<file path="config.mk">
export PLATFORM = sky130hd
export DESIGN_NAME = int_ctrl
export DESIGN_NICKNAME = d
export VERILOG_FILES = /design/src/soc_pkg.sv /design/src/int_ctrl.sv
export VERILOG_INCLUDE_DIRS = /design/src
export SDC_FILE = /design/constraint.sdc
export NUM_CORES = 1
export LEC_CHECK = 0
export BUFFER_PORTS_ARGS = -buffer_cell sky130_fd_sc_hd__buf_2
export CELL_PAD_IN_SITES_DETAIL_PLACEMENT = 1
export CELL_PAD_IN_SITES_GLOBAL_PLACEMENT = 2
export CORE_MARGIN = 4
export CORE_UTILIZATION = 13
export CTS_CLUSTER_DIAMETER = 100
export CTS_CLUSTER_SIZE = 8
export DETAILED_ROUTE_END_ITERATION = 10
export PLACE_DENSITY = 0.87
export SLEW_MARGIN = 20
export SYNTH_ARGS = -nofsm -noshare
export SYNTH_HDL_FRONTEND = slang
export SYNTH_SLANG_ARGS = --single-unit
</file>
<file path="constraint.sdc">
create_clock -name clk_w -period 1.4 [get_ports clk_w]
set_clock_uncertainty 0.2 [all_clocks]
set_input_delay 0.28 -clock clk_w [delete_from_list [all_inputs] [get_ports clk_w]]
set_output_delay 0.28 -clock clk_w [all_outputs]
set_load 0.01 [all_outputs]
</file>
<file path="src/soc_macros.svh">
/* Address map, widths and reset timing shared by the RTL. Windows must not overlap,
   and the map sizes are fixed here rather than reported by the slaves */
`ifndef SOC_MACROS_SVH
`define SOC_MACROS_SVH

// Bus widths
`define SOC_DATA_W 32
`define SOC_ADDR_W 16
`define SOC_SEL_W 4

// Slave windows as byte addresses
`define RAM_BASE 16'h0000
`define RAM_SIZE 16'h0400
`define DEVTBL_BASE 16'h1000
`define DEVTBL_SIZE 16'h0100
`define INTC_BASE 16'h1100
`define INTC_SIZE 16'h0100

// Cycles that the internal reset is held after the pin reset or a warm reset
`define RST_STRETCH 8

// Number of interrupt source pins, at most 16
`define INT_SRC_N 4

`endif

</file>
<file path="src/soc_pkg.sv">
/* Bus and reset types of the subsystem. Opcode encodings follow the pi1 bus,
   where the value 3 is reserved and never issued by the master */
`include "soc_macros.svh"

package soc_pkg;

	typedef logic [`SOC_DATA_W-1:0] data_t;
	typedef logic [`SOC_ADDR_W-1:0] addr_t;
	typedef logic [`SOC_SEL_W-1:0] sel_t;

	typedef enum logic [1:0] {
		op_none = 2'b00,
		op_write = 2'b01,
		op_read = 2'b10
	} pi_op_e;

	// Held stable by the master until a cycle with rdy high
	typedef struct packed {
		pi_op_e op;
		addr_t addr;
		data_t data;
		sel_t sel;
	} pi_req_t;

	typedef struct packed {
		logic rdy;
		data_t rdata;
	} pi_rsp_t;

	typedef enum logic [1:0] {rst_run, rst_stretch, rst_off} rst_state_e;

endpackage

</file>
<file path="src/int_ctrl.sv">
/* Sources are level sensitive, so a pending bit sets again while its pin stays high.
   Register writes are taken only when byte lane 0 is selected */
`timescale 1ns/1ps
`include "soc_macros.svh"

module int_ctrl
	import soc_pkg::*;
(
	input logic clk_w,
	input logic rst_p,
	input pi_req_t req_i,
	output pi_rsp_t rsp_o,
	input logic [`INT_SRC_N-1:0] src_i,
	output logic irq_o
);

	logic act_r;
	logic irq_r;
	logic [`INT_SRC_N-1:0] pending_r;
	logic [`INT_SRC_N-1:0] enable_r;
	logic [`INT_SRC_N-1:0] clr;
	logic [`INT_SRC_N-1:0] hot;
	logic [3:0] best;
	logic [7:0] off;
	logic wr;

	assign off = req_i.addr[7:0];
	assign wr = act_r && (req_i.op == op_write) && req_i.sel[0];
	assign clr = (wr && off == 8'h00) ? req_i.data[`INT_SRC_N-1:0] : '0;
	assign hot = pending_r & enable_r;

	// Lowest numbered active source has the highest priority
	always_comb begin
		best = '0;
		for (int i = `INT_SRC_N - 1; i >= 0; i--) begin
			if (hot[i])
				best = 4'(i);
		end
	end

	always_ff @(posedge clk_w) begin
		if (rst_p) begin
			act_r <= 1'b0;
			irq_r <= 1'b0;
			pending_r <= '0;
			enable_r <= '0;
		end else begin
			act_r <= 1'b1;
			// A source held high wins over a clear in the same cycle
			pending_r <= (pending_r & ~clr) | src_i;
			if (wr && off == 8'h04)
				enable_r <= req_i.data[`INT_SRC_N-1:0];
			irq_r <= |hot;
		end
	end

	always_comb begin
		case (off)
		8'h00: rsp_o.rdata = data_t'(pending_r);
		8'h04: rsp_o.rdata = data_t'(enable_r);
		8'h08: rsp_o.rdata = {|hot, 27'd0, best};
		default: rsp_o.rdata = '0;
		endcase
	end

	assign rsp_o.rdy = act_r && (req_i.op != op_none);
	assign irq_o = irq_r;

endmodule

</file>
* Word level (Yosys, flattened, before mapping)
Cells that the tools add are included.
Cells by class: bitwise operators 4, reductions and logical operators 8, mux-type cells 7, equal/unequal tests 3
Operator list (count):
- 32-bit case mux with 3 select lines | 1
- 4-bit two-way mux | 4
- 4-bit AND | 2
- 8-bit by 3-bit equality test with 1-bit output, second input constant | 1
- 8-bit by 4-bit equality test with 1-bit output, second input constant | 1
- 8-bit zero test | 1
- 1-bit logical AND | 5
- 4-bit inverter | 1
- 4-bit OR | 1
- 4-bit OR reduction | 1
- 2-bit by 1-bit equality test with 1-bit output, second input constant | 1
- 2-bit two-way mux | 1
- 2-bit nonzero test | 1
- 1-bit two-way mux | 1
Storage, ports and cells: input port bits 60, register bits 10, word-level logic and storage cells 26

* Logic depth before layout (Yosys ltp)
depth after elaboration 8, depth in mapped cells 5

* Worst setup path after synthesis
No wires, ideal clock.
kind input port to output port, start in req_i[41] (netlist name), end out rsp_o[31] (netlist name), data required time 0.920 ns, setup slack -0.107 ns, buffers on the path 0, arrival 1.027 ns, cell stages on the path 3, path through nor4_4 > nand2_2 > nor3_1
RTL lines:
- start, declared | RTL line int_ctrl.sv:11 | input pi_req_t req_i,
- end, declared | RTL line int_ctrl.sv:12 | output pi_rsp_t rsp_o,

==> key figures <==
Synthesis
  • Synthesized area per cell: ~8.0 um^2
  • Top-area cell type share of the netlist area: around a quarter
  • Area leader, netlist: buf_4
  • Cell Area, Synth: a little under 800 um^2
  • Sequential area share after synthesis: around 26%
  • Ys async rst share: 0%
  • Number of synthesized flops with an enable pin: 0
  • Synth cell types: 24
  • Predominant post-synthesis flop cell: dfxtp_1
  • Post-Syn Instances: slightly below 100
  • Synth top area cells: buf_4 26%, dfxtp_1 26%, o21ai_0 5.2%
  • Most frequent cells after synthesis: 27 x buf_4, 10 x dfxtp_1, 8 x nand2_1, 8 x o21ai_0
  • Most frequent cell after synthesis: buf_4
  • Total of warnings raised by yosys: 0
  • Register bit total from synthesis: 10

Power and ir drop
  • Sequential fraction of design power: 36.4%
  • VDD IR max: 0.1922 mV
  • Net Switching: 0.2321 mW
  • Leak: between 0.5 and 0.6 nW
  • Clock share of power: 44.9%
  • Int Power: 0.6043 mW
  • Pwr Density: between 600 and 700 nW/um^2
  • Switching part of the total: between 20 and 30%
  • Comb pwr share: a little under a fifth

STA
  • Setup TNS: -2.549 ns
  • RSZ-0062 raised after global routing: true
  • Slew Limit Fails: 0
  • F_max: about 0.6 GHz
  • Final Hold Fails: 0
  • Period utilization: 121.7%
  • Minimum clock period: around 1.7 ns
  • Finish-stage setup viols: 9
  • Final Worst Setup Slack: -0.3043 ns

Drt
  • Initial DRC Count: 34
  • Via/cell ratio: 3.491
  • # DRC: 0
  • Via Count: about 750
  • Final WL: around 2.4 mm
  • Initial DRT Pass Iterations: 2
  • WL per Instance: 11.16 um
  • Post-DRT Antenna Nets: 0

GRT
  • Largest net degree at the start of global routing: 14
  • Total GRT Usage: 6.721%
  • Initial antenna violation count: 0
  • Total gr overflow: 0
  • First-pass GRT wire length: around 3.8 mm
  • Vias in the first global route: roughly 800

Critical path
  • Crit-path max FO: 3
  • Startpoint types: flip-flop
  • WS Path Type: reg -> out
  • CP Data Required Time: approximately 0.9 ns
  • Crit path arrival time: 1.22 ns
  • Setup crit end kind: output pin

Placement
  • DP HPWL: 1.855 mm
  • Placed cell areas: slightly below 1000 um^2
  • Place WS: -0.4092 ns
  • Placer congestion estimate: ~0.7
  • PortBufs: 27

Floorplanning
  • Die Span Y: 85.31 um
  • Placeable Area: ~5600 um^2
  • Die area: around 7300 um^2
  • Die width: between 80 and 90 um
  • Initial core utilization: between 10 and 15%
  • Num ports: 94
  • Cell Rows: 27

Outcome
  • Status: finished, violations left
  • Failing checks: negative setup slack

CTS
  • Skew-Pair Late Insertion Delay: approximately 0.25 ns
  • Worst-path clk slew: approximately 0.050 ns
  • H-Tree Depth: 1
  • Root Buffer: clkbuf_8
  • TritonCTS Buffers: 3
  • Clock sink total: 10
  • Max clock buf depth: 2
  • TritonCTS clock tree: yes

Final layout
  • Final instance area: approximately 1200 um^2
  • Diode count: 0
  • Fin nets: between 200 and 250
  • Share of cells above drive strength 1: a little over half
  • Area Growth Syn to Fin: 54.43%

Min path
  • HP Class: in -> reg

Flow run
  • Max Cap Violations: 0
[path summary, 6_finish.rpt]
check / to / slack (ns) / cells past startpoint / startpoint
min reg2reg: enable_r[0] / 0.30 / 2 / enable_r[0]
max reg2reg: pending_r[1] / 0.09 / 4 / act_r
max: rsp_o[31] / -0.30 / 6 / pending_r[3]
min: irq_o / 0.008 / 2 / rst_p
[flip-flops by register name, indices dropped and copies added, names as in the netlist]
| name | cells |
|---|---|
| enable_r | 4 |
| pending_r | 4 |
| act_r | 1 |
| irq_o | 1 |
[metal layers]
metal | wire, um | up-vias | GRT usage [%]
met5 | 0 | - | 0
met1 | 1007 | 340 | 8.195
met4 | 85 | 0 | 5.180
met2 | 1121 | 35 | 9.958
met3 | 175 | 5 | 1.748
li1 | - | 367 | -
[cell type report]
| type | count | area [um^2] |
|---|---|---|
| inverters | 5 | 18.77 |
| flip-flops and latches | 10 | 217.7 |
| multi-input cells | 78 | 524.3 |
| clock buffers | 4 | 55.05 |
| well taps | 72 | 90.09 |
| repair buffers | 45 | 294.0 |
| fillers | 674 | 4442 |
[critical path, stage by stage, from the launching register on]
cell	delay, ns
dfxtp_2	0.34
nand2_2	0.06
nand2_2	0.08
a221oi_2	0.04
buf_4	0.15
nor3_4	0.17
buf_2	0.16
[stage by stage]
step           power, mW  util [%]  std cells  hold slack, ns
2_1_floorplan     0.4445         -        123          0.1524
3_3_place_gp      0.4437     17.48        205          0.2693
3_5_place_dp      0.4477     17.48        205          0.2695
4_1_cts           0.8449     19.96        212        0.002753
5_1_grt           0.8898     21.27        214         0.01019
6_report          0.8364     21.27        214        0.008404
[cell families after synthesis]
kind of cell,after synthesis,share of synthesized area (%)
buf+inv,35,32.37
simple gates,28,21.90
other cells,1,0.4826
mux,3,3.865
flops,10,25.76
compound gates,20,15.62
[power groups by stage]
stage	clock network, mW	logic [mW]	registers (mW)
finish	0.375	0.157	0.304
global route	0.408	0.176	0.306
CTS	0.390	0.148	0.307
detailed placement	0	0.138	0.310
global placement	0	0.134	0.309
floorplan	0	0.137	0.307
[what timing repair did]
item,CTS,global route
setup endpoints to repair,9,13
hold buffers,0,0
gates resized for setup,19,16
pin swaps,12,12
hold endpoints to repair,0,0
buffers inserted,3,4
gates cloned,0,0
[cells in the final DEF, fill, tap and decap left out, types with 2 or more instances in the layout]
| cell | Yosys | routed |
|---|---|---|
| a21oi_1 | 3 | 2 |
| a221oi_2 | 0 | 2 |
| a31oi_1 | 5 | 4 |
| buf_2 | 0 | 25 |
| buf_4 | 27 | 15 |
| buf_6 | 1 | 5 |
| clkbuf_8 | 1 | 4 |
| conb_1 | 1 | 27 |
| dfxtp_1 | 10 | 2 |
| dfxtp_2 | 0 | 5 |
| dfxtp_4 | 0 | 3 |
| inv_1 | 5 | 5 |
| mux2i_1 | 3 | 3 |
| nand2_1 | 8 | 5 |
| nand2_2 | 1 | 3 |
| nand2b_1 | 2 | 2 |
| nand3_2 | 0 | 4 |
| nor2_1 | 5 | 5 |
| nor3_4 | 0 | 3 |
| o21ai_0 | 8 | 4 |
| o21ai_1 | 0 | 3 |
Note: power is estimated with default switching activity, not from simulation.
