## src/soc_macros.svh

```systemverilog
/* Address map, widths and reset timing shared by the RTL. Windows must not overlap,
   and the map sizes are fixed here rather than reported by the slaves */
`ifndef SOC_MACROS_SVH
`define SOC_MACROS_SVH

// Bus widths
`define SOC_DATA_W 32
`define SOC_ADDR_W 16
`define SOC_SEL_W 4

// Slave windows as byte addresses
`define RAM_BASE 16'h0000
`define RAM_SIZE 16'h0400
`define DEVTBL_BASE 16'h1000
`define DEVTBL_SIZE 16'h0100
`define INTC_BASE 16'h1100
`define INTC_SIZE 16'h0100

// Cycles that the internal reset is held after the pin reset or a warm reset
`define RST_STRETCH 8

// Number of interrupt source pins, at most 16
`define INT_SRC_N 4

`endif

```

## src/soc_pkg.sv

```systemverilog
/* Bus and reset types of the subsystem. Opcode encodings follow the pi1 bus,
   where the value 3 is reserved and never issued by the master */
`include "soc_macros.svh"

package soc_pkg;

	typedef logic [`SOC_DATA_W-1:0] data_t;
	typedef logic [`SOC_ADDR_W-1:0] addr_t;
	typedef logic [`SOC_SEL_W-1:0] sel_t;

	typedef enum logic [1:0] {
		op_none = 2'b00,
		op_write = 2'b01,
		op_read = 2'b10
	} pi_op_e;

	// Held stable by the master until a cycle with rdy high
	typedef struct packed {
		pi_op_e op;
		addr_t addr;
		data_t data;
		sel_t sel;
	} pi_req_t;

	typedef struct packed {
		logic rdy;
		data_t rdata;
	} pi_rsp_t;

	typedef enum logic [1:0] {rst_run, rst_stretch, rst_off} rst_state_e;

endpackage

```

## src/pi_router.sv

```systemverilog
/* Purely combinational decode, so the slaves see the request in the same cycle.
   Unmapped addresses complete at once, read as zero and drop writes */
`timescale 1ns/1ps
`include "soc_macros.svh"

module pi_router
	import soc_pkg::*;
(
	input pi_req_t m_req_i,
	output pi_rsp_t m_rsp_o,

	output pi_req_t ram_req_o,
	input pi_rsp_t ram_rsp_i,

	output pi_req_t dev_req_o,
	input pi_rsp_t dev_rsp_i,

	output pi_req_t int_req_o,
	input pi_rsp_t int_rsp_i
);

	logic live;
	logic ram_hit;
	logic dev_hit;
	logic int_hit;

	function automatic logic in_win(addr_t a, addr_t base, addr_t size);
		return (a >= base) && (a < base + size);
	endfunction

	assign live = (m_req_i.op != op_none);
	assign ram_hit = live && in_win(m_req_i.addr, `RAM_BASE, `RAM_SIZE);
	assign dev_hit = live && in_win(m_req_i.addr, `DEVTBL_BASE, `DEVTBL_SIZE);
	assign int_hit = live && in_win(m_req_i.addr, `INTC_BASE, `INTC_SIZE);

	// Slaves that are not addressed keep the payload but see no operation
	always_comb begin
		ram_req_o = m_req_i;
		dev_req_o = m_req_i;
		int_req_o = m_req_i;
		if (!ram_hit)
			ram_req_o.op = op_none;
		if (!dev_hit)
			dev_req_o.op = op_none;
		if (!int_hit)
			int_req_o.op = op_none;
	end

	always_comb begin
		if (ram_hit) begin
			m_rsp_o = ram_rsp_i;
		end else if (dev_hit) begin
			m_rsp_o = dev_rsp_i;
		end else if (int_hit) begin
			m_rsp_o = int_rsp_i;
		end else begin
			// Default responder, which also drives zeros while the bus is idle
			m_rsp_o.rdy = live;
			m_rsp_o.rdata = '0;
		end
	end

endmodule

```

## config.mk

```make
export PLATFORM = sky130hd
export DESIGN_NAME = pi_router
export DESIGN_NICKNAME = d
export VERILOG_FILES = /design/src/soc_pkg.sv /design/src/pi_router.sv
export VERILOG_INCLUDE_DIRS = /design/src
export SDC_FILE = /design/constraint.sdc
export NUM_CORES = 1
export LEC_CHECK = 0
export BUFFER_PORTS_ARGS = -buffer_cell sky130_fd_sc_hd__buf_2
export CORE_AREA = 2 2 136 138
export DETAILED_ROUTE_END_ITERATION = 6
export DIE_AREA = 0 0 138 140
export SLEW_MARGIN = 0
export SYNTH_ARGS = -nofsm -noshare
export SYNTH_HDL_FRONTEND = slang
export SYNTH_SLANG_ARGS = --single-unit
```

## constraint.sdc

```tcl
create_clock -name vclk -period 0.88
set_input_delay 0.044 -clock vclk [all_inputs]
set_output_delay 0.044 -clock vclk [all_outputs]
set_load 0.05 [all_outputs]
```

# == Word level (Yosys, flattened, before mapping) ==
# Cells that the tools add are included.
# word_totals
register_bits,0
input_bits,153
elab_cells,19
output_inout_bits,195
# classes
mux,6
n_reduce_logical,7
magnitude_cmp,6
# ops
operator,count
$mux 33,3
$ge 16x13->1 const B,2
$lt 16x13->1 const B,2
$ge 16x1->1 const B,1
$lt 16x11->1 const B,1
$logic_and 1x1->1,6
$mux 2,3
$reduce_bool 2->1,1

# == Depth between registers and ports, before layout ==
# logic_depth
depth_word,6
mapped_depth,5
depth_no_buf,3

# == Worst setup path after synthesis ==
# OpenSTA, ideal clock, no wires.
# synth_path
path_type,input -> output
start,in m_req_i[50] (netlist bit)
end,out dev_req_o[53] (netlist bit)
path_buffers,0
path_slack_ns,-0.923
path_stages,3
t_required_ns,0.836
t_arrival_ns,1.759
cell_sequence,nor4_4 -> nand3_1 -> nor3b_1
# synth_rtl
item,line,source
"start, declared",pi_router.sv:9,"input pi_req_t m_req_i,"
"end, declared",pi_router.sv:15,"output pi_req_t dev_req_o,"

==> results_tabular.tex <==
\begin{tabular}{lr}
\hline
Metric & Value \\
\hline
\multicolumn{2}{l}{\textbf{Setup path}} \\
\quad Chain of cells forming the critical path & buf\_8 -> nor4\_4 -> buf\_4 -> nand3\_4 -> nor3b\_4 -> buf\_6 \\
\quad WP buf/inv & 3 \\
\quad CP delay by family, top & simple AND/OR/NAND/NOR gates \\
\quad Critical Setup Path Class & in2out \\
\quad Endpoint kind of the worst setup timing path & output pin \\
\quad Kind of start point of the critical path & input pin \\
\quad Data required, critical path & 0.84 ns \\
\quad Cell with the largest stage delay on the worst path & nor4\_4 \\
\quad CP max FO & 4 \\
\quad Data arrival time of the critical path & 1.17 ns \\
\quad Slowest Stage Delay on Critical Path & 0.33 ns \\
\multicolumn{2}{l}{\textbf{Worst hold path}} \\
\quad Class of the most critical hold timing path & in2out \\
\multicolumn{2}{l}{\textbf{Cells and area}} \\
\quad Fin area & 3230 um2 \\
\quad Area used by sequential logic in the layout & 0 um2 \\
\quad Area Overhead vs Synth & 42.3\% \\
\quad Flip-flop and latch count & 0 \\
\quad Antenna diode count & 0 \\
\quad Final Util & 18.2\% \\
\quad Share of layout cells above drive strength 1 & 84.9\% \\
\quad Net total in the final layout & 507 \\
\quad Top library cells by usage in the layout, fill and taps aside & buf\_2 (130), mux2\_2 (31), nor2\_4 (30), buf\_6 (30), nor2b\_1 (24) \\
\quad Layout clock buffer count & 0 \\
\quad Most frequent standard cell in the layout excluding fill and tap cells & buf\_2 \\
\quad Post-route insts no fill & 581 \\
\multicolumn{2}{l}{\textbf{Global routing}} \\
\quad GR Overflow Total & 0 \\
\quad Overall global routing resource usage & 7.54\% \\
\quad Pin count of the biggest net entering global routing & 28 \\
\quad Global-route wire length before repair & 11.5 mm \\
\quad Antenna violations before repair & 0 \\
\quad Vias in the first global route & 2015 \\
\multicolumn{2}{l}{\textbf{Placement}} \\
\quad Post-Place Setup Slack & -0.461 ns \\
\quad Detailed placer's ending HPWL & 6.24 mm \\
\quad Count of buffers inserted at the top-level ports & 172 \\
\quad Routability Congestion & 0.700 \\
\quad Placed Cells incl. Taps & 577 \\
\quad Post-placement cell area & 2740 um2 \\
\multicolumn{2}{l}{\textbf{Drt}} \\
\quad Final Routed Wirelength & 8.20 mm \\
\quad Starting DRC count in detailed routing & 42 \\
\quad Routed length per placed instance & 14.1 um \\
\quad Antenna violation net count after detailed routing & 0 \\
\quad Remaining DRCs & 0 \\
\quad Number of vias in the routed layout & 1965 \\
\quad First drt pass iteration count & 4 \\
\quad Number of vias per cell after detailed routing & 3.38 \\
\multicolumn{2}{l}{\textbf{Timing}} \\
\quad RSZ-0062 raised after global routing & true \\
\quad Fin crit period & 1.21 ns \\
\quad Number of endpoints failing setup at the final stage & 39 \\
\quad Post-route worst hold slack & 0.0880 ns \\
\quad Post-route fraction of the period consumed by the critical path & 138\% \\
\quad Relative max-transition margin & 77.5\% \\
\quad Highest Clock Rate & 824 MHz \\
\quad Slew Limit Fails & 0 \\
\quad Transition at the pin with the smallest max-transition slack & 0.338 ns \\
\quad Post-route worst setup slack & -0.334 ns \\
\quad Final Hold Viols & 0 \\
\multicolumn{2}{l}{\textbf{Floorplanning}} \\
\quad Die height & 140 um \\
\quad Boundary pin count & 348 \\
\quad Floorplan row count & 49 \\
\quad Core Area & 17800 um2 \\
\quad Total die area & 19300 um2 \\
\quad Horizontal die dimension & 138 um \\
\quad Starting Density & 12.8\% \\
\multicolumn{2}{l}{\textbf{Synth}} \\
\quad Proportion of synthesized chip area in sequential cells & 0\% \\
\quad Synth top area cells & buf\_4 (52\%), mux2\_2 (16\%), a21oi\_1 (7.3\%) \\
\quad Post-Syn Nets & 470 \\
\quad Count of cell types in the netlist & 18 \\
\quad Cell type contributing the most total cell area after synthesis & buf\_4 \\
\quad Syn Inst Count & 317 \\
\quad Post-synthesis average cell area & 7.17 um2 \\
\quad Number of warning messages in the yosys log & 0 \\
\quad Cell area after technology mapping & 2270 um2 \\
\quad Portion of synthesized cell area occupied by the leading cell type & 52.2\% \\
\multicolumn{2}{l}{\textbf{Status}} \\
\quad Violations in the final reports & setup timing \\
\quad Run status & finished, violations left \\
\multicolumn{2}{l}{\textbf{Power}} \\
\quad Switching power of the nets & 0.000732 W \\
\quad IR drop worst, VDD & 0.000198 V \\
\quad Fraction of power consumed by the clock network & 0\% \\
\quad Switching share of total power & 54.0\% \\
\quad Sequential Power Share & 0\% \\
\quad Cell Int Power & 0.000625 W \\
\quad Standby leakage power & 1.40 nW \\
\quad Power density of the placed cells & 420 nW/um2 \\
\quad Power share of the combinational group & 100.0\% \\
\multicolumn{2}{l}{\textbf{Run}} \\
\quad Number of maximum-capacitance violations & 0 \\
\multicolumn{2}{l}{\textbf{Clocking}} \\
\quad Count of hold buffers inserted by post-cts repair & 0 \\
\hline
\end{tabular}
==> routing by layer <==
metal | GRT usage (%) | up-vias | wire length, um
met5 | 0 | - | 0
met2 | 13.9 | 142 | 4140
li1 | - | 931 | -
met1 | 7.54 | 841 | 2730
met3 | 2.36 | 51 | 874
met4 | 4.19 | 0 | 455
==> per-stage QoR <==
stage	power, W	setup TNS (ns)
5_1_grt	0.00145	-13.80
4_1_cts	0.00135	-11.61
6_report	0.00136	-11.26
3_3_place_gp	0.00120	-16.08
2_1_floorplan	0.00242	-11.33
3_5_place_dp	0.00121	-16.09
==> Yosys cell counts <==
| library cell | instances |
|---|---|
| nor4_4 | 1 |
| clkbuf_1 | 2 |
| buf_6 | 7 |
| nor3b_1 | 2 |
| inv_1 | 3 |
| buf_2 | 3 |
| nand2_1 | 2 |
| nor3_1 | 3 |
| a21oi_1 | 33 |
| mux2_2 | 32 |
| o22a_1 | 1 |
| and2b_1 | 9 |
| nor2b_1 | 24 |
| buf_4 | 158 |
| o211ai_4 | 1 |
| mux2i_1 | 1 |
| nand3_1 | 1 |
| nor2_1 | 34 |
==> power by group through the flow <==
stage          Clock, W  Sequential [W]  Combinational (W)
4_1_cts               0               0            0.00135
5_1_grt               0               0            0.00145
3_3_place_gp          0               0            0.00120
3_5_place_dp          0               0            0.00121
6_report              0               0            0.00136
2_1_floorplan         0               0            0.00242
==> path summary, 6_finish.rpt <==
path | startpoint | end | depth (start not counted)
min | m_req_i[24] | dev_req_o[24] | 0
max | m_req_i[49] | dev_req_o[53] | 6
==> kinds of logic (layout without fill, tap and decap cells) <==
| group | after synthesis | count (layout) | share of synthesized area (%) |
|---|---|---|---|
| simple gates | 76 | 76 | 18.0 |
| buf+inv | 173 | 208 | 57.1 |
| mux | 33 | 33 | 16.3 |
| compound gates | 35 | 35 | 8.59 |
==> repair_timing <==
| action | 4_1_cts | 5_1_grt |
|---|---|---|
| gates resized for setup | 107 | 15 |
| cloned | 2 | 1 |
| pin swaps | 7 | 4 |
| buffers inserted | 1 | 0 |
| endpoints found under the hold margin | 0 | 0 |
| setup endpoints to repair | 39 | 42 |
==> cell type report <==
cell class                      count  area [um2]
Tap cell                          229         287
Timing Repair Buffer              205        1570
Fill cell                        1974       14500
Multi-Input combinational cell    144        1370
Inverter                            3        11.3
No activity file was read; power rests on OpenSTA's default activity.
