## config.mk

```make
export PLATFORM = sky130hd
export DESIGN_NAME = dev_table
export DESIGN_NICKNAME = d
export VERILOG_FILES = /design/src/soc_pkg.sv /design/src/dev_table.sv
export VERILOG_INCLUDE_DIRS = /design/src
export SDC_FILE = /design/constraint.sdc
export NUM_CORES = 1
export LEC_CHECK = 0
export CAP_MARGIN = 20
export CORE_AREA = 2 2 39 41
export DETAILED_ROUTE_END_ITERATION = 10
export DIE_AREA = 0 0 41 43
export DONT_BUFFER_PORTS = 1
export PLACE_DENSITY = 0.43
export SLEW_MARGIN = 20
export SYNTH_ARGS = -nofsm -noshare
export SYNTH_HDL_FRONTEND = slang
export SYNTH_SLANG_ARGS = --single-unit
export TNS_END_PERCENT = 100
```

## constraint.sdc

```tcl
create_clock -name clk_w -period 2.4 [get_ports clk_w]
set_input_delay 0.48 -clock clk_w [delete_from_list [all_inputs] [get_ports clk_w]]
set_output_delay 0.48 -clock clk_w [all_outputs]
set_load 0.05 [all_outputs]
```

## src/soc_macros.svh

```systemverilog
/* Address map, widths and reset timing shared by the RTL. Windows must not overlap,
   and the map sizes are fixed here rather than reported by the slaves */
`ifndef SOC_MACROS_SVH
`define SOC_MACROS_SVH

// Bus widths
`define SOC_DATA_W 32
`define SOC_ADDR_W 16
`define SOC_SEL_W 4

// Slave windows as byte addresses
`define RAM_BASE 16'h0000
`define RAM_SIZE 16'h0400
`define DEVTBL_BASE 16'h1000
`define DEVTBL_SIZE 16'h0100
`define INTC_BASE 16'h1100
`define INTC_SIZE 16'h0100

// Cycles that the internal reset is held after the pin reset or a warm reset
`define RST_STRETCH 8

// Number of interrupt source pins, at most 16
`define INT_SRC_N 4

`endif

```

## src/soc_pkg.sv

```systemverilog
/* Bus and reset types of the subsystem. Opcode encodings follow the pi1 bus,
   where the value 3 is reserved and never issued by the master */
`include "soc_macros.svh"

package soc_pkg;

	typedef logic [`SOC_DATA_W-1:0] data_t;
	typedef logic [`SOC_ADDR_W-1:0] addr_t;
	typedef logic [`SOC_SEL_W-1:0] sel_t;

	typedef enum logic [1:0] {
		op_none = 2'b00,
		op_write = 2'b01,
		op_read = 2'b10
	} pi_op_e;

	// Held stable by the master until a cycle with rdy high
	typedef struct packed {
		pi_op_e op;
		addr_t addr;
		data_t data;
		sel_t sel;
	} pi_req_t;

	typedef struct packed {
		logic rdy;
		data_t rdata;
	} pi_rsp_t;

	typedef enum logic [1:0] {rst_run, rst_stretch, rst_off} rst_state_e;

endpackage

```

## src/dev_table.sv

```systemverilog
/* Read-only map of the three slaves plus the reset control word at offset 0x40.
   Control bits are taken only when byte lane 0 is selected */
`timescale 1ns/1ps
`include "soc_macros.svh"

module dev_table
	import soc_pkg::*;
(
	input logic clk_w,
	input logic rst_p,
	input pi_req_t req_i,
	output pi_rsp_t rsp_o,
	output logic warm_rst_o,
	output logic pwr_off_o
);

	localparam data_t DEV_CNT = 32'd3;

	logic act_r;
	logic warm_rst_r;
	logic pwr_off_r;
	logic ctl_wr;
	logic [7:0] off;

	assign off = req_i.addr[7:0];
	assign ctl_wr = act_r && (req_i.op == op_write) && req_i.sel[0] && (off == 8'h40);

	always_ff @(posedge clk_w) begin
		if (rst_p) begin
			act_r <= 1'b0;
			warm_rst_r <= 1'b0;
			pwr_off_r <= 1'b0;
		end else begin
			act_r <= 1'b1;
			// Single-cycle pulses, since the master drops the request after rdy
			warm_rst_r <= ctl_wr && req_i.data[0];
			pwr_off_r <= ctl_wr && req_i.data[1];
		end
	end

	always_comb begin
		case (off)
		8'h00: rsp_o.rdata = DEV_CNT;
		8'h04: rsp_o.rdata = data_t'(`RAM_SIZE);
		8'h08: rsp_o.rdata = data_t'(`DEVTBL_SIZE);
		8'h0c: rsp_o.rdata = data_t'(`INTC_SIZE);
		8'h10: rsp_o.rdata = data_t'(`RAM_BASE);
		8'h14: rsp_o.rdata = data_t'(`DEVTBL_BASE);
		8'h18: rsp_o.rdata = data_t'(`INTC_BASE);
		default: rsp_o.rdata = '0;
		endcase
	end

	assign rsp_o.rdy = act_r && (req_i.op != op_none);
	assign warm_rst_o = warm_rst_r;
	assign pwr_off_o = pwr_off_r;

endmodule

```

---- Word level (Yosys, flattened, before mapping) ----
Cells that the tools add are included.
Widths: inputs -> output; s select.
word-level totals
  flip-flop bits (word level) ............. 3
  latch bits .............................. 0
  memory bits (writable) .................. 0
  ROM bits ................................ 0
  input bits .............................. 56
  logic and storage cells ................. 21
  memories kept ........................... 0
operators by class
  $add $sub $neg .......................... 0
  $mul .................................... 0
  divide/modulo/power cells ............... 0
  magnitude comparators ................... 0
  equal/unequal tests ..................... 7
  shift operators ......................... 0
  multiplexer cells ....................... 2
  bitwise logic cells ..................... 0
  reduce and logical (&&, ||, !) cells .... 9
operators by type and width
  operator            count
  $pmux 13 s5         1
  $eq 8x4->1 const B  2
  $eq 8x5->1 const B  2
  $eq 8x3->1 const B  1
  $eq 8x7->1 const B  1
  $logic_not 8->1     1
  $logic_and 1x1->1   6
  $eq 2x1->1 const B  1
  $reduce_bool 2->1   1
  $reduce_or 2->1     1
  $mux 1              1

---- Longest topological paths before layout ----
Gate-level depths: netlist of run 1.
  word-level depth ........................ 5
  depth in mapped cells ................... 3
  depth with buffers taken out ............ 2

---- Worst setup path before layout of run 1 ----
No wires, ideal clock.
  kind .................................... input-to-output
  start ................................... input port req_i[41] (netlist bit)
  end ..................................... output port rsp_o[1] (netlist bit)
  arrival ................................. 2.889 ns
  setup slack ............................. -0.969 ns
  cell stages on the path ................. 3
  cell sequence ........................... or3_1 nor4_1 buf_4
RTL lines
  element      line             source
  from (decl)  dev_table.sv:11  input pi_req_t req_i,
  to (decl)    dev_table.sv:12  output pi_rsp_t rsp_o,

==> results.tsv, run 1 <==
metric	value	unit
status	finished, final reports clean	
Leakage	0.199	nW
crit path capture type	output pin	
Critical path origin	req_i[41]	
ratio of cells with drive above 1 in the final layout	21.4	%
area of the multi-input gates	244	sq um
Routability Congestion	0.555	
initial antenna violation count	0	
# Post-CTS Setup Buffers	0	
final setup violation count	0	
WHS Endpoint	act_r$_DFF_P_	
Worst EP required	1.92	ns
TritonCTS buffer count	3	
Crit Path Max Fanout	4	
startpoint types	input pin	
synth unique cells	14	
DR vias/cell	3.81	
first-pass GRT wire length	779	microns
core area	1380	sq um
worst hold start	rst_p	
P&R area growth vs syn	-3.73	%
clock sinks	3	
max cap viols	0	
Root Buffer	clkbuf_4	
worst skew pair latency	0.23	ns
Hold Crit Depth	1	
die height	43	microns
Synth warnings	0	
Total GRT Usage	6.40	%
Worst R2R End	warm_rst_o$_SDFF_PP0_	
Final Max Slew Viols	0	
# H-tree levels	1	
Die Footprint	1760	sq um
# rows	14	
Final nets	113	
Crit Path Class	in -> out	
Tmin final	1.99	ns
RSZ-0062 raised after global routing	false	
R2R Path Start	act_r$_DFF_P_	
ANT nets after route	0	
Overflow after GRT	0	
clock slew at reported path FFs	0.04	ns
drt wl/cell	8.58	microns
num ports	91	
largest net degree at the start of global routing	7	
DRT Wirelength	618	microns
dominant cell type by area after synthesis	buf_4	
Power Density	639	nW/um^2
period utilisation layout	82.9	%
CP arrival	1.51	ns
vias in the first global route	225	
Pwr Total	248	uW
Mapped Area	403	sq um
TritonRoute pass-1 iters	2	
fillers	154	
r2r setup slk	1.58	ns
antenna cells	0	
Area contributors post-synth	buf_4 52%, dfxtp_1 15%, nor4_1 6.2%	
clk buf depth	2	
Synth top area share	52.2	%
Hold Vio Cnt, Final	0	
cts hold-fix bufs	0	
CTS tree	done	
clock skew	0.000266	ns
Initial Util	29.1	%
Die X	41	microns
Seq/Total Area, Yosys	14.9	%
DRT iter0 DRCs	3	
number of remaining DRC errors	0	
via count	274	
Synth Register Bits	3	
FMAX	503	MHz
Sequential cell area	60.1	sq um
worst-case reg-to-reg path depth	2	
Cells after Synth	50	
post-CTS sizing	0	
port bufs	0	
synthesized area per cell	8.06	sq um
setup TNS	0	ns
HP Class	in -> reg	
peak supply drop	0.000133	V
## worst max-delay path, stage by stage
cell and delay (ns):
or3_1 0.46, nor4_4 0.24, buf_4 0.33
## synthesized netlist by cell type
library cell,n
or4b_4,1
and4b_1,2
nor4_1,4
o21a_1,1
or3_1,2
inv_1,2
conb_1,1
dfxtp_1,3
buf_4,28
nor2_1,1
xor2_1,1
or3b_2,2
nand4b_1,1
nand2_1,1
## cell usage in the layout, fill, tap and decap left out, drive strengths merged
cell	instances
and4b	2
buf	4
clkbuf	4
conb	27
dfxtp	3
inv	2
nand2	1
nand4b	1
nor2	1
nor4	4
o21a	1
or3	2
or3b	2
or4b	1
xor2	1
## stage by stage
stage	area [sq um]	util [%]	setup slack, ns	hold slack (ns)	instances
5_1_grt	388	28.0	0.380	0.299	72
2_1_floorplan	513	-	-0.326	0.475	76
6_report	388	28.0	0.410	0.308	72
4_1_cts	388	28.0	0.400	0.299	72
3_5_place_dp	362	26.1	0.404	0.507	68
3_3_place_gp	362	26.1	0.404	0.514	68
## cells by family (layout without fill, tap and decap cells)
group,after synthesis,count (layout),synth area share (%)
buffers and inverters,30,10,54.0
and+or+nand+nor,14,14,26.1
DFF,3,3,14.9
other,1,27,0.931
AOI/OAI and AO/OA,1,1,1.86
xor gates and xnor gates,1,1,2.17
## sequential cells by signal, summed over array words and instances (netlist names)
register	cells
act_r	1
pwr_off_o	1
warm_rst_o	1
## where the power goes
| group | leakage (nW) | internal (mW) | total (mW) | switching [mW] |
|---|---|---|---|---|
| combinational | 0.159 | 0.00658 | 0.109 | 0.102 |
| sequential | 0.0245 | 0.0511 | 0.0516 | 0.000525 |
| clock | 0.0150 | 0.0622 | 0.0871 | 0.0249 |
| total | 0.199 | 0.120 | 0.248 | 0.128 |
## how the worst max path moves through the flow
stage                     slack [ns]        to
after detailed placement        0.40  rsp_o[0]
after floorplan                -0.33  rsp_o[1]
after global routing            0.38  rsp_o[1]
final                           0.41  rsp_o[0]
after CTS                       0.40  rsp_o[0]
after global placement          0.40  rsp_o[0]
## layout make-up
type / instances / share of cell area (%)
Multi-Input combinational cell: 43 / 62.9
Sequential cell: 3 / 15.5
Timing Repair Buffer: 4 / 7.74
Clock buffer: 4 / 6.77
Tap cell: 16 / 5.16
Inverter: 2 / 1.94
## layer usage
layer,track usage [%],wire (microns)
met1,8.25,212
met3,1.05,146
met2,8.44,259
met5,0,0
met4,6.00,0
No activity file was read; power rests on OpenSTA's default activity.
==> inputs of run 2 (changes only) <==
Settings changed: PLACE_DENSITY 0.43 to 0.44.
Clock period 2.4 ns to 1.8 ns, I/O delays scaled along.
==> results.tsv, run 2 (synthesis gave the netlist of run 1 again) <==
metric	value	unit	change
R2R Path Start	act_r$_DFF_P_		
worst-case reg-to-reg path depth	2		unchanged
startpoint types	input pin		
Final nets	113		unchanged
Pint	161	uW	+35%
clock sinks	3		unchanged
Root Buffer	clkbuf_4		
DRT iter0 DRCs	1		-2
drt wl/cell	8.60	microns	+0.16%
HP Class	in -> reg		
vias in the first global route	216		-4.0%
DRT Wirelength	619	microns	+0.16%
Sw Share	51.0	%	-0.56 points
Crit Path Max Fanout	4		unchanged
Reg power frac	20.9	%	about the same
initial antenna violation count	0		unchanged
Hold Vio Cnt, Final	0		unchanged
CP arrival	1.30	ns	-0.21 ns
Routability Congestion	0.546		-1.7%
Hold Crit Depth	1		unchanged
# rows	14		unchanged
ratio of cells with drive above 1 in the final layout	23.2	%	+1.8 points
DR vias/cell	3.82		+0.36%
clk buf depth	2		unchanged
largest net degree at the start of global routing	7		unchanged
Min Hold Slack	0.191	ns	-0.117 ns
CTS tree	done		
RSZ-0062 raised after global routing	false		
Power Density	766	nW/um^2	+20%
Leakage	0.208	nW	+4.8%
final setup violation count	0		unchanged
TritonRoute pass-1 iters	2		unchanged
commonest non-fill, non-tap cell in the layout	conb_1		
Die Footprint	1760	sq um	unchanged
crit path capture type	output pin		
Worst EP required	1.44	ns	-0.48 ns
r2r setup slk	0.99	ns	-0.59 ns
Overflow after GRT	0		unchanged
num ports	91		unchanged
# Post-CTS Setup Buffers	0		unchanged
Setup WS post-layout	0.136	ns	-0.274 ns
Tmin final	1.66	ns	
FMAX	601	MHz	
via count	275		+0.36%
ANT nets after route	0		unchanged
core area	1380	sq um	unchanged
Crit Path Class	in -> out		
die height	43	microns	unchanged
WHS Endpoint	act_r$_DFF_P_		
cts hold-fix bufs	0		unchanged
clock slew at reported path FFs	0.04	ns	about the same
peak supply drop	0.000176	V	+32%
P_sw	168	uW	+32%
# H-tree levels	1		unchanged
first-pass GRT wire length	862	microns	+11%
TritonCTS buffer count	3		unchanged
setup TNS	0	ns	unchanged
Die X	41	microns	unchanged
clock power share	34.4	%	-0.8 points
clock skew	0.000938	ns	+0.000672 ns
Worst R2R End	warm_rst_o$_SDFF_PP0_		
max cap viols	0		unchanged
Initial Util	29.1	%	unchanged
Final HPWL DP	590	microns	
worst skew pair latency	0.22	ns	about the same
fillers	157		+1.9%
period utilisation layout	92.4	%	
antenna cells	0		unchanged
Final Max Slew Viols	0		unchanged
Placement Setup Slack	0.126	ns	-0.278 ns
Comb pwr share	44.7	%	+0.7 points
P&R area growth vs syn	6.83	%	
number of remaining DRC errors	0		unchanged
worst hold start	rst_p		
port bufs	0		unchanged
Total GRT Usage	7.11	%	+0.71 points
post-CTS sizing	0		unchanged
status	finished, final reports clean		
Final Util	31.1	%	+3.1 points
leading cell types in the layout, fill and taps excluded	27 x conb_1, 3 x dfxtp_1, 3 x clkbuf_4, 3 x buf_12		
run 2: worst max-delay path by stage:
stage                    from  slack [ns]  cells past startpoint        to
floorplan           req_i[41]       -0.29                      3  rsp_o[1]
global placement    req_i[41]        0.13                      3  rsp_o[0]
detailed placement  req_i[41]        0.13                      3  rsp_o[0]
CTS                 req_i[41]        0.13                      3  rsp_o[0]
global route        req_i[41]        0.09                      3  rsp_o[1]
finish              req_i[41]        0.14                      3  rsp_o[0]
run 2: final cells by class:
| type | count | area [sq um] | share of cell area, % |
|---|---|---|---|
| inverter | 2 | 7.51 | 1.74 |
| timing repair buffer | 4 | 67.6 | 15.7 |
| multi-input combinational | 43 | 249 | 57.8 |
| sequential | 3 | 60.1 | 14.0 |
| clock buffer | 4 | 26.3 | 6.10 |
| tap | 16 | 20.0 | 4.65 |
run 2: stage by stage:
| stage | power, mW | instance area (sq um) | instances |
|---|---|---|---|
| CTS | 0.334 | 430 | 72 |
| global route | 0.343 | 430 | 72 |
| detailed placement | 0.216 | 404 | 68 |
| floorplan | 0.259 | 531 | 76 |
| finish | 0.330 | 430 | 72 |
| global placement | 0.216 | 404 | 68 |
run 2: metal layers:
metal | vias up | global-route usage [%] | share of wire (%)
li1 | 125 | - | -
met1 | 116 | 6.37 | 27
met2 | 34 | 13.1 | 47
met3 | 0 | 1.57 | 25
met4 | 0 | 4.00 | 0
met5 | - | 0 | 0
run 2: power by group through the flow:
stage / combinational, mW / clock [mW] / sequential [mW]
floorplan: 0.189 / 0 / 0.0695
global placement: 0.146 / 0 / 0.0699
detailed placement: 0.147 / 0 / 0.0699
CTS: 0.147 / 0.119 / 0.0688
global route: 0.153 / 0.121 / 0.0690
finish: 0.147 / 0.114 / 0.0688
run 2: critical path: stages:
cell and delay, ns:
or3_4 0.40, nor4_4 0.33, buf_12 0.21
==> inputs of run 3 (changes only) <==
Settings changed: PLACE_DENSITY 0.44 to 0.43.
Clock period 1.8 ns to 2.1 ns, I/O delays scaled along.
==> results.tsv, run 3 (synthesis gave the netlist of run 1 again) <==
metric	value	unit	change
status	finished, final reports clean		
core area	1380	sq um	unchanged
Placement Setup Slack	0.309	ns	+0.183 ns
area of the multi-input gates	249	sq um	unchanged
post-CTS sizing	0		unchanged
Worst R2R End	warm_rst_o$_SDFF_PP0_		
clock sinks	3		unchanged
number of remaining DRC errors	0		unchanged
P&R area growth vs syn	0.621	%	
Total GRT Usage	7.09	%	-0.014 points
R2R Path Start	act_r$_DFF_P_		
Final Max Slew Viols	0		unchanged
peak supply drop	0.000170	V	-3.1%
# Post-CTS Setup Buffers	0		unchanged
vias in the first global route	211		-2.3%
Min Hold Slack	0.247	ns	+0.0562 ns
clock slew at reported path FFs	0.04	ns	about the same
ANT nets after route	0		unchanged
Crit Path Max Fanout	4		unchanged
CTS tree	done		
# rows	14		unchanged
# H-tree levels	1		unchanged
Overflow after GRT	0		unchanged
TritonRoute pass-1 iters	2		unchanged
period utilisation layout	84.8	%	
TritonCTS buffer count	3		unchanged
r2r setup slk	1.29	ns	+0.30 ns
Root Buffer	clkbuf_4		
largest net degree at the start of global routing	7		unchanged
num ports	91		unchanged
RSZ-0062 raised after global routing	false		
leading cell types in the layout, fill and taps excluded	27 x conb_1, 3 x dfxtp_1, 3 x clkbuf_4, 3 x buf_4		
via count	261		-5.1%
worst hold start	rst_p		
worst-case reg-to-reg path depth	2		unchanged
clk buf depth	2		unchanged
startpoint types	input pin		
ratio of cells with drive above 1 in the final layout	23.2	%	unchanged
final setup violation count	0		unchanged
port bufs	0		unchanged
Routability Congestion	0.575		+5.3%
FMAX	561	MHz	
Final HPWL DP	554	microns	-6.0%
Die X	41	microns	unchanged
Leakage	0.203	nW	-2.6%
cts hold-fix bufs	0		unchanged
drt wl/cell	8.38	microns	-2.6%
Final nets	113		unchanged
first-pass GRT wire length	814	microns	-5.6%
CP arrival	1.36	ns	+0.06 ns
DR vias/cell	3.63		-5.1%
initial antenna violation count	0		unchanged
Setup WS post-layout	0.318	ns	+0.182 ns
Hold Vio Cnt, Final	0		unchanged
WHS Endpoint	act_r$_DFF_P_		
Crit Path Class	in -> out		
Hold Crit Depth	1		unchanged
fillers	162		+3.2%
crit path capture type	output pin		
Worst EP required	1.68	ns	+0.24 ns
commonest non-fill, non-tap cell in the layout	conb_1		
clock skew	0.00271	ns	+0.00177 ns
Tmin final	1.78	ns	
Initial Util	29.1	%	unchanged
Die Footprint	1760	sq um	unchanged
Power Density	696	nW/um^2	-9.1%
max cap viols	0		unchanged
HP Class	in -> reg		
antenna cells	0		unchanged
Sequential cell area	60.1	sq um	unchanged
Pwr Total	282	uW	-14%
die height	43	microns	unchanged
DRT iter0 DRCs	1		unchanged
worst skew pair latency	0.23	ns	about the same
DRT Wirelength	603	microns	-2.6%
Critical path origin	req_i[41]		
run 3: cell counts in the layout (fill, tap and decap cells not counted):
No cell type changed its count.
run 3: routing by layer:
| layer | share of wire [%] | track usage (%) | routed length, microns |
|---|---|---|---|
| met1 | 25 | 5.38 | 152 |
| met4 | 0 | 6.00 | 0 |
| met5 | 0 | 0 | 0 |
| met2 | 54 | 12.5 | 323 |
| met3 | 21 | 2.62 | 127 |
run 3: final cells by class:
cell class	instances	area share, %
Multi-Input combinational cell	43	61.4
Tap cell	16	4.94
Inverter	2	1.85
Sequential cell	3	14.8
Clock buffer	4	6.48
Timing Repair Buffer	4	10.5
run 3: stage by stage:
stage / setup TNS, ns / std cells / util (%) / cell area, sq um
finish: 0 / 72 / 29.3 / 405
detailed placement: 0 / 68 / 27.4 / 379
floorplan: -0.196 / 76 / - / 531
CTS: 0 / 72 / 29.3 / 405
global placement: 0 / 68 / 27.4 / 379
global route: 0 / 72 / 29.3 / 405
run 3: power by group:
part           total, mW  internal [mW]  switching (mW)  leakage [nW]
Sequential        0.0590         0.0584        0.000582        0.0245
Combinational      0.125        0.00834           0.117         0.163
Clock             0.0981         0.0710          0.0271        0.0150
run 3: worst max path at each step:
stage,cells after the start,slack (ns),end
after detailed placement,3,0.31,rsp_o[1]
after CTS,3,0.31,rsp_o[1]
after floorplan,3,-0.11,rsp_o[1]
after global routing,3,0.30,rsp_o[10]
after global placement,3,0.31,rsp_o[1]
final,3,0.32,rsp_o[1]
run 3: worst max-delay path, stage by stage:
cell,delay (ns)
or3_4,0.40
nor4_4,0.33
buf_12,0.21
